[config.mk]
export PLATFORM = sky130hd
export DESIGN_NAME = board_top
export DESIGN_NICKNAME = d
export VERILOG_FILES = /design/src/hdl/board_pkg.sv /design/src/hdl/joy_4way.sv /design/src/hdl/joy_capture.sv /design/src/hdl/joy_mapper.sv /design/src/hdl/board_control.sv /design/src/hdl/reset_gen.sv /design/src/hdl/board_top.sv
export SDC_FILE = /design/constraint.sdc
export NUM_CORES = 1
export LEC_CHECK = 0
export ABC_CLOCK_PERIOD_IN_PS = 3300
export BUFFER_PORTS_ARGS = -buffer_cell sky130_fd_sc_hd__clkbuf_2
export CELL_PAD_IN_SITES_DETAIL_PLACEMENT = 0
export CELL_PAD_IN_SITES_GLOBAL_PLACEMENT = 1
export CORE_MARGIN = 4
export CORE_UTILIZATION = 42
export DETAILED_ROUTE_END_ITERATION = 8
export PLACE_DENSITY = 0.93
export SYNTH_ARGS = -nofsm -noshare
export SYNTH_HDL_FRONTEND = slang
export SYNTH_HIERARCHICAL = 1
export SYNTH_SLANG_ARGS = --single-unit
export TNS_END_PERCENT = 30
[constraint.sdc]
create_clock -name clk_sys -period 3.3 [get_ports clk_sys]
set_input_delay 0.165 -clock clk_sys [delete_from_list [all_inputs] [get_ports clk_sys]]
set_output_delay 0.165 -clock clk_sys [all_outputs]
set_load 0.1 [all_outputs]
[src/hdl/board_pkg.sv]
`default_nettype none

package board_pkg;

    // board side joystick word
    localparam int BOARD_JOY_W = 16;
    localparam int DIR_W       = 4;                     // up, down, left, right
    localparam int BTN_W       = BOARD_JOY_W - DIR_W;   // buttons above the nibble

    // game side
    localparam int GAME_JOY_W  = 10;
    localparam int NUM_PLAYERS = 4;
    localparam int GFX_LAYERS  = 4;

    // game reset stretch counter
    localparam int RST_CNT_W   = 8;

    // one board joystick word, seen either whole or split into
    // buttons and direction nibble
    typedef union packed {
        logic [BOARD_JOY_W-1:0] raw;
        struct packed {
            logic [BTN_W-1:0] buttons;
            logic [DIR_W-1:0] dir;
        } fields;
    } board_joy_u;

endpackage

`default_nettype wire

[src/hdl/joy_4way.sv]
`timescale 1ns/100ps
`default_nettype none

module joy_4way import board_pkg::*; (
    input  logic             clk_sys,
    input  logic             rst,
    input  logic             enable,    // restrict to four-way movement
    input  logic [DIR_W-1:0] joy8way,
    output logic [DIR_W-1:0] joy4way
);

    logic at_most_one;   // zero or one direction pressed

    // clearing the lowest set bit leaves nothing when only one was set
    assign at_most_one = (joy8way & (joy8way - 1'b1)) == '0;

    always_ff @(posedge clk_sys) begin
        if (rst) begin
            joy4way <= '0;
        end else if (!enable) begin
            joy4way <= joy8way;          // plain eight-way
        end else if (at_most_one) begin
            joy4way <= joy8way;
        end
        // diagonals keep the last accepted direction
    end

    // a diagonal may still be held in the cycle after enable rises
    a_four_way_only: assert property (
        @(posedge clk_sys) disable iff (rst)
        $past(enable) |-> $onehot0(joy4way)
    ) else $error("joy_4way: more than one direction with four-way enabled");

endmodule

`default_nettype wire

[src/hdl/joy_capture.sv]
`timescale 1ns/100ps
`default_nettype none

module joy_capture import board_pkg::*; #(
    parameter int BUTTONS = 2
) (
    input  logic       clk_sys,
    input  logic       rst,
    input  logic       en4way,
    input  board_joy_u board_joy1,
    input  board_joy_u board_joy2,
    input  board_joy_u board_joy3,
    input  board_joy_u board_joy4,
    output board_joy_u joy1_sync,
    output board_joy_u joy2_sync,
    output board_joy_u joy3_sync,
    output board_joy_u joy4_sync,
    output logic       joy_pause    // pause button of player 1 or 2
);

    localparam int PAUSE_BIT = BUTTONS + 6;

    board_joy_u       board_w [NUM_PLAYERS];
    board_joy_u       sync_q  [NUM_PLAYERS];
    logic [DIR_W-1:0] dir_4w  [NUM_PLAYERS];

    assign board_w[0] = board_joy1;
    assign board_w[1] = board_joy2;
    assign board_w[2] = board_joy3;
    assign board_w[3] = board_joy4;

    for (genvar p = 0; p < NUM_PLAYERS; p++) begin : g_player
        joy_4way u_4way (
            .clk_sys (clk_sys),
            .rst     (rst),
            .enable  (en4way),
            .joy8way (board_w[p].fields.dir),
            .joy4way (dir_4w[p])
        );

        // buttons one cycle, directions two
        always_ff @(posedge clk_sys) begin
            sync_q[p].raw <= {board_w[p].fields.buttons, dir_4w[p]};
        end
    end

    assign joy1_sync = sync_q[0];
    assign joy2_sync = sync_q[1];
    assign joy3_sync = sync_q[2];
    assign joy4_sync = sync_q[3];

    assign joy_pause = sync_q[0].raw[PAUSE_BIT] | sync_q[1].raw[PAUSE_BIT];

endmodule

`default_nettype wire

[src/hdl/joy_mapper.sv]
`timescale 1ns/100ps
`default_nettype none

module joy_mapper import board_pkg::*; #(
    parameter int BUTTONS    = 2,
    parameter bit ACTIVE_LOW = 1'b1
) (
    input  logic                   clk_sys,
    input  logic                   rst,
    input  logic                   rot_control,   // vertical game on a horizontal screen
    input  board_joy_u             joy1_sync,
    input  board_joy_u             joy2_sync,
    input  board_joy_u             joy3_sync,
    input  board_joy_u             joy4_sync,
    output logic [GAME_JOY_W-1:0]  game_joystick1,
    output logic [GAME_JOY_W-1:0]  game_joystick2,
    output logic [GAME_JOY_W-1:0]  game_joystick3,
    output logic [GAME_JOY_W-1:0]  game_joystick4,
    output logic [NUM_PLAYERS-1:0] game_coin,
    output logic [NUM_PLAYERS-1:0] game_start
);

    localparam int START_BIT = BUTTONS + 4;
    localparam int COIN_BIT  = BUTTONS + 5;

    board_joy_u            sync_w [NUM_PLAYERS];
    logic [GAME_JOY_W-1:0] joy_q  [NUM_PLAYERS];

    // low bits of the word, direction nibble turned a quarter when rot is set
    function automatic logic [GAME_JOY_W-1:0] map_joy(
        input board_joy_u j,
        input logic       rot
    );
        logic [DIR_W-1:0] d;
        d = j.fields.dir;
        if (rot) begin
            d = {j.fields.dir[0], j.fields.dir[1], j.fields.dir[3], j.fields.dir[2]};
        end
        return {GAME_JOY_W{ACTIVE_LOW}} ^ {j.fields.buttons[GAME_JOY_W-DIR_W-1:0], d};
    endfunction

    assign sync_w[0] = joy1_sync;
    assign sync_w[1] = joy2_sync;
    assign sync_w[2] = joy3_sync;
    assign sync_w[3] = joy4_sync;

    always_ff @(posedge clk_sys) begin
        if (rst) begin
            for (int p = 0; p < NUM_PLAYERS; p++) begin
                joy_q[p] <= {GAME_JOY_W{ACTIVE_LOW}};   // nothing pressed
            end
            game_coin  <= {NUM_PLAYERS{ACTIVE_LOW}};
            game_start <= {NUM_PLAYERS{ACTIVE_LOW}};
        end else begin
            for (int p = 0; p < NUM_PLAYERS; p++) begin
                joy_q[p]      <= map_joy(sync_w[p], rot_control);
                game_coin[p]  <= sync_w[p].raw[COIN_BIT] ^ ACTIVE_LOW;
                game_start[p] <= sync_w[p].raw[START_BIT] ^ ACTIVE_LOW;
            end
        end
    end

    assign game_joystick1 = joy_q[0];
    assign game_joystick2 = joy_q[1];
    assign game_joystick3 = joy_q[2];
    assign game_joystick4 = joy_q[3];

endmodule

`default_nettype wire

[src/hdl/board_control.sv]
`timescale 1ns/100ps
`default_nettype none

module board_control import board_pkg::*; #(
    parameter bit ACTIVE_LOW = 1'b1
) (
    input  logic                  clk_sys,
    input  logic                  rst,
    input  logic                  key_pause,
    input  logic                  key_reset,
    input  logic                  key_service,
    input  logic [GFX_LAYERS-1:0] key_gfx,
    input  logic                  osd_pause,     // toggles on every high cycle
    input  logic                  joy_pause,
    input  logic                  downloading,
    output logic                  game_pause,
    output logic                  soft_rst,      // single cycle
    output logic [GFX_LAYERS-1:0] gfx_en,
    output logic                  game_service
);

    logic                  last_key_pause;
    logic                  last_joy_pause;
    logic                  last_key_reset;
    logic [GFX_LAYERS-1:0] last_gfx;

    logic                  pause_toggle;
    logic                  reset_rise;
    logic [GFX_LAYERS-1:0] gfx_rise;

    // previous samples for the edge detectors
    always_ff @(posedge clk_sys) begin
        last_key_pause <= key_pause;
        last_joy_pause <= joy_pause;
        last_key_reset <= key_reset;
        last_gfx       <= key_gfx;
    end

    assign pause_toggle = (key_pause & ~last_key_pause)
                        | (joy_pause & ~last_joy_pause)
                        | osd_pause;
    assign reset_rise   = key_reset & ~last_key_reset;
    assign gfx_rise     = key_gfx & ~last_gfx;

    always_ff @(posedge clk_sys) begin
        if (rst) begin
            game_pause   <= 1'b0;
            soft_rst     <= 1'b0;
            gfx_en       <= '1;            // all layers on
            game_service <= ACTIVE_LOW;
        end else begin
            soft_rst <= reset_rise;
            if (downloading) begin
                game_pause <= 1'b0;        // no pause while loading
            end else if (pause_toggle) begin
                game_pause <= ~game_pause;
            end
            gfx_en       <= gfx_en ^ gfx_rise;   // per layer toggle
            game_service <= key_service ^ ACTIVE_LOW;
        end
    end

    a_soft_rst_pulse: assert property (
        @(posedge clk_sys) disable iff (rst)
        soft_rst |=> !soft_rst
    ) else $error("board_control: soft_rst high for more than one cycle");

endmodule

`default_nettype wire

[src/hdl/reset_gen.sv]
`timescale 1ns/100ps
`default_nettype none

module reset_gen import board_pkg::*; #(
    parameter int RST_HOLD = 255   // extra cycles after the last cause
) (
    input  logic clk_sys,
    input  logic rst,
    input  logic downloading,
    input  logic rst_req,
    input  logic soft_rst,
    output logic game_rst
);

    localparam logic [RST_CNT_W-1:0] HOLD = RST_CNT_W'(RST_HOLD);

    logic [RST_CNT_W-1:0] cnt;
    logic                 cause;

    assign cause = rst | downloading | rst_req | soft_rst;

    always_ff @(posedge clk_sys) begin
        if (cause) begin
            cnt      <= '0;       // restart the stretch
            game_rst <= 1'b1;
        end else if (cnt != HOLD) begin
            cnt      <= cnt + 1'b1;
            game_rst <= 1'b1;
        end else begin
            game_rst <= 1'b0;     // stretch done
        end
    end

    a_rst_to_game: assert property (
        @(posedge clk_sys)
        rst |=> game_rst
    ) else $error("reset_gen: game_rst low right after rst");

endmodule

`default_nettype wire

[src/hdl/board_top.sv]
`timescale 1ns/100ps
`default_nettype none

module board_top import board_pkg::*; #(
    parameter int BUTTONS    = 2,      // game buttons, 2 to 9
    parameter bit ACTIVE_LOW = 1'b1    // game inputs inverted
) (
    input  logic                   clk_sys,
    input  logic                   rst,
    // board joysticks, active high
    input  logic [BOARD_JOY_W-1:0] board_joy1,
    input  logic [BOARD_JOY_W-1:0] board_joy2,
    input  logic [BOARD_JOY_W-1:0] board_joy3,
    input  logic [BOARD_JOY_W-1:0] board_joy4,
    input  logic                   en4way,
    input  logic                   rot_control,
    input  logic                   key_pause,
    input  logic                   key_reset,
    input  logic                   key_service,
    input  logic [GFX_LAYERS-1:0]  key_gfx,
    input  logic                   osd_pause,
    input  logic                   downloading,
    input  logic                   rst_req,
    // game side
    output logic [GAME_JOY_W-1:0]  game_joystick1,
    output logic [GAME_JOY_W-1:0]  game_joystick2,
    output logic [GAME_JOY_W-1:0]  game_joystick3,
    output logic [GAME_JOY_W-1:0]  game_joystick4,
    output logic [NUM_PLAYERS-1:0] game_coin,
    output logic [NUM_PLAYERS-1:0] game_start,
    output logic                   game_service,
    output logic                   game_pause,
    output logic [GFX_LAYERS-1:0]  gfx_en,
    output logic                   game_rst
);

    board_joy_u joy1_sync;
    board_joy_u joy2_sync;
    board_joy_u joy3_sync;
    board_joy_u joy4_sync;
    logic       joy_pause;
    logic       soft_rst;

    joy_capture #(
        .BUTTONS (BUTTONS)
    ) u_capture (
        .clk_sys    (clk_sys),
        .rst        (rst),
        .en4way     (en4way),
        .board_joy1 (board_joy1),
        .board_joy2 (board_joy2),
        .board_joy3 (board_joy3),
        .board_joy4 (board_joy4),
        .joy1_sync  (joy1_sync),
        .joy2_sync  (joy2_sync),
        .joy3_sync  (joy3_sync),
        .joy4_sync  (joy4_sync),
        .joy_pause  (joy_pause)
    );

    joy_mapper #(
        .BUTTONS    (BUTTONS),
        .ACTIVE_LOW (ACTIVE_LOW)
    ) u_mapper (
        .clk_sys        (clk_sys),
        .rst            (rst),
        .rot_control    (rot_control),
        .joy1_sync      (joy1_sync),
        .joy2_sync      (joy2_sync),
        .joy3_sync      (joy3_sync),
        .joy4_sync      (joy4_sync),
        .game_joystick1 (game_joystick1),
        .game_joystick2 (game_joystick2),
        .game_joystick3 (game_joystick3),
        .game_joystick4 (game_joystick4),
        .game_coin      (game_coin),
        .game_start     (game_start)
    );

    board_control #(
        .ACTIVE_LOW (ACTIVE_LOW)
    ) u_control (
        .clk_sys      (clk_sys),
        .rst          (rst),
        .key_pause    (key_pause),
        .key_reset    (key_reset),
        .key_service  (key_service),
        .key_gfx      (key_gfx),
        .osd_pause    (osd_pause),
        .joy_pause    (joy_pause),
        .downloading  (downloading),
        .game_pause   (game_pause),
        .soft_rst     (soft_rst),
        .gfx_en       (gfx_en),
        .game_service (game_service)
    );

    reset_gen u_reset (
        .clk_sys     (clk_sys),
        .rst         (rst),
        .downloading (downloading),
        .rst_req     (rst_req),
        .soft_rst    (soft_rst),
        .game_rst    (game_rst)
    );

endmodule

`default_nettype wire

# [Word level (Yosys, flattened, before mapping)]
# Memories as Yosys holds them, arrays and structs flattened.
# Cells that the tools add are included.
[op_classes] n_bitwise=37 n_addsub=5 reduce_logical=5 n_eq_ne=5 mux=24
[op_table] op="2-to-1 mux 4 bit" count=16
[op_table] op="2-to-1 mux 10 bit" count=4
[op_table] op="NOT 10 bit" count=4
[op_table] op="bitwise AND 4 bit" count=5
[op_table] op="logical NOT 4 bit" count=4
[op_table] op="subtractor 4 x 1 -> 4 bit (second input constant)" count=4
[op_table] op="NOT 1 bit" count=13
[op_table] op="OR 1 bit" count=10
[op_table] op="adder 8 x 1 -> 8 bit (second input constant)" count=1
[op_table] op="!= test 2 x 1 -> 1 bit (second input constant)" count=4
[op_table] op="!= test 8 bit (second input constant)" count=1
[op_table] op="2-to-1 mux 1 bit" count=4
[op_table] op="NOT 4 bit" count=1
[op_table] op="bitwise XOR 4 bit" count=1
[op_table] op="bitwise AND 1 bit" count=3
[op_table] op="OR reduction 2 bit" count=1
[totals] elab_cells=94 ram_bits=104 register_bits=47 memories=2
[mem_list] name="u_capture.sync_q" words=4 width=16 rd=4 rd_clocked_by_memory_dff=0 wr=4 line_no="joy_capture.sv:24" text="board_joy_u sync_q [NUM_PLAYERS];"
[mem_list] name="u_mapper.joy_q" words=4 width=10 rd=4 rd_clocked_by_memory_dff=0 wr=4 line_no="joy_mapper.sv:27" text="logic [GAME_JOY_W-1:0] joy_q [NUM_PLAYERS];"

# [Longest topological paths before layout]
[depth] depth_word=5 mapped_depth=4 ltp_nobuf=4

# [Modules after synthesis]
# Netlist, hierarchy kept.
[by_module_without_submodules] mod="joy_mapper" n_inst=1 cells_per_inst=110 area_each_um2=1317.5 seq_area_each_um2=800.8
[by_module_without_submodules] mod="joy_capture" n_inst=1 cells_per_inst=65 area_each_um2=1287.5 seq_area_each_um2=1281.2
[by_module_without_submodules] mod="joy_4way" n_inst=4 cells_per_inst=25 area_each_um2=221.5 seq_area_each_um2=80.1
[by_module_without_submodules] mod="reset_gen" n_inst=1 cells_per_inst=46 area_each_um2=424.2 seq_area_each_um2=180.2
[by_module_without_submodules] mod="board_control" n_inst=1 cells_per_inst=33 area_each_um2=420.4 seq_area_each_um2=280.3

# [Worst setup path before layout]
# Ideal clock, no wire load.
[synth_path] kind="register to output" startpoint="register u_mapper/game_coin[0] (netlist name)" endpoint="output game_joystick1[7]" stages_incl_launch_ff=2 slack_ns=1.779 arrival_ns=1.356 path_cell_list="dfxtp_1 > buf_4"
[synth_lines] element="end: declaration" line_no="board_top.sv:25" text="output logic [GAME_JOY_W-1:0] game_joystick1,"

==> results by group <==
Timing
  • Min Hold Slack: roughly 0.12 ns
  • Setup Viol. Count Final: 0
  • Fmax: 541.5 MHz
  • Worst-Margin Slew: 0.5633 ns
  • Final worst-path cycle share: between 50% and 60%
  • Max Slew Vio Count: 0
  • Minimum clock period: 1.847 ns
  • Rel. slew slack: 62.44%
  • Clock Skew: between 0.015 and 0.02 ns
  • Final Hold Fails: 0
  • Final setup TNS: 0 ns
  • Final setup margin: 1.453 ns
  • RSZ-0062 raised after global routing: no

Min path
  • Hold WC Path Type: input port to flip-flop
  • Launch point of the worst hold path: board_joy2[0]

Synthesis
  • Synth Warn #: 6
  • Syn Area/Cell: between 10 and 15 um2
  • Syn nets: 409
  • Post-Synthesis Cell Area: around 3900 um2
  • Gate Count Post-Synth: 330

Pwr
  • Pwr Total: around 3.7 mW
  • Cell Pwr Density: 685.0 nW/um2
  • Worst vdd ir: 0.2822 mV
  • Lkg Pwr: ~2.4 nW

Cells and area
  • Area Growth Syn to Fin: 41.54%
  • Ratio of cells with drive above 1 in the final layout: between 30% and 40%
  • Design area: 5456 um2
  • ANT cells: 0
  • # nets final: 569

Critical path
  • Crit path from: u_capture/sync_q[1][8]$_DFF_P_
  • Crit end category: flip-flop
  • Worst Setup Start Kind: flip-flop
  • Critical path class: flip-flop to flip-flop
  • CP arrival: 2.28 ns
  • Minimum setup slack among reg-to-reg paths: 1.45 ns
  • FF-to-FF Start: u_capture/sync_q[1][8]$_DFF_P_
  • Critical path peak fanout: 2
  • Worst path required time: 3.73 ns

Route
  • Drt drc: 0
  • Initial drt markers: 79
  • Antenna-violating nets left: 0
  • Via count: 2886
  • Wire per inst: 12.83 um
  • Drt first pass iters: 4
  • Via-to-Cell Ratio: around 4.7
  • Wirelength, routed: about 7.8 mm

Global route
  • Vias in the first global route: roughly 2.9k
  • Largest net degree at the start of global routing: 35
  • First-pass GRT wire length: 13.65 mm
  • Initial antenna violation count: 0
  • Tot GR Track Use: 15.43%
  • Global route total overflow: 0

Clocking
  • Clock Path Buffers: 2
  • Post-cts sizing count: 0
  • Num CTS Buffers: 17
  • Setup Fix Bufs, Post-CTS: 0
  • Hold buffers post-CTS: 46
  • CTS Sinks: 119
  • H-tree Lvls: 4
  • Clock transition at path regs: 0.06 ns
  • CTS tree: yes
  • CTS Root Cell: clkbuf_8
  • Worst-Skew Late Latency: 0.49 ns

Floorplan
  • Die Wd: 103.8 um
  • Io pins: 133
  • Die Height: 103.8 um
  • CORE AREA: a little under 9000 um2
  • Row count: 34
  • Die ar.: 10780 um2
  • Initial Util: 43.78%

Placed design
  • PortBufs: 108
  • DP Area: 4432 um2
  • Post-DP HPWL: ~5.1 mm
  • Pre-CTS setup slack: 1.773 ns
  • GPL Wtd Cong: around 0.83

Status
  • Status: complete, no violations

Run
  • Max Cap Viol: 0
layout by cell type, fill, tap and decap left out, types with 11 or more instances in the layout:
cell           instances
nor3b_1               13
a21oi_1               12
nand2_1               11
clkbuf_16             16
or2_1                 11
mux2i_1               21
clkbuf_2             108
nand2b_1              30
dlygate4sd3_1         46
dfxtp_1              119
critical path: stages (launching register included):
cell and delay, ns:
dfxtp_1 0.31, or2_1 0.26, nor2b_4 0.14, o31a_1 0.27, nor4_1 0.23, dlygate4sd3_1 0.58
cell type report:
class,instances,area [um2]
sequential,119,2382
timing repair buffer,155,1008
tap,108,135.1
clock buffer,20,435.4
fill,700,3349
clock inverter,12,128.9
inverter,4,15.01
multi-input combinational,193,1351
power breakdown:
| part | internal [mW] | total (mW) | leakage, nW | switching, mW |
|---|---|---|---|---|
| Clock | 1.09 | 1.69 | 0.271 | 0.605 |
| Combinational | 0.142 | 0.499 | 1.09 | 0.357 |
| Sequential | 1.51 | 1.54 | 0.987 | 0.0304 |
| Total | 2.75 | 3.74 | 2.35 | 0.992 |
stage by stage:
| step | cells | utilization [%] |
|---|---|---|
| final | 611 | 61.96 |
| after global routing | 611 | 61.96 |
| after CTS | 611 | 61.96 |
| after detailed placement | 533 | 50.33 |
| after global placement | 533 | 50.33 |
| after floorplan | 330 | - |
state kept, by name, summed over array words and instances (netlist names):
name                               flops
u_control/soft_rst                     1
u_mapper/game_start                    3
u_control/last_gfx                     4
u_control/gfx_en                       4
u_capture/g_player.u_4way/joy4way     16
u_reset/cnt                            8
u_control/game_service                 1
u_control/last_joy_pause               1
u_control/game_pause                   1
u_control/last_key_reset               1
u_mapper/joy_q                        34
u_capture/sync_q                      40
u_control/last_key_pause               1
u_mapper/game_coin                     3
u_reset/game_rst                       1
final timing paths:
kind,to,depth (start not counted)
max reg2reg,u_control/game_pause$_SDFFE_PP0P_,5
min,u_capture/g_player[1].u_4way/joy4way[1]$_SDFFE_PP0P_,3
min reg2reg,u_capture/sync_q[1][1]$_DFF_P_,0
max,u_control/game_pause$_SDFFE_PP0P_,5
per-layer routing:
metal	wire, um	track usage [%]	vias to the layer above
li1	-	-	1458
met1	3268	17.29	1333
met2	4085	26.79	87
met3	376	4.913	8
met4	107	6.838	0
met5	0	0	-
(Power assumes the default switching activity.)
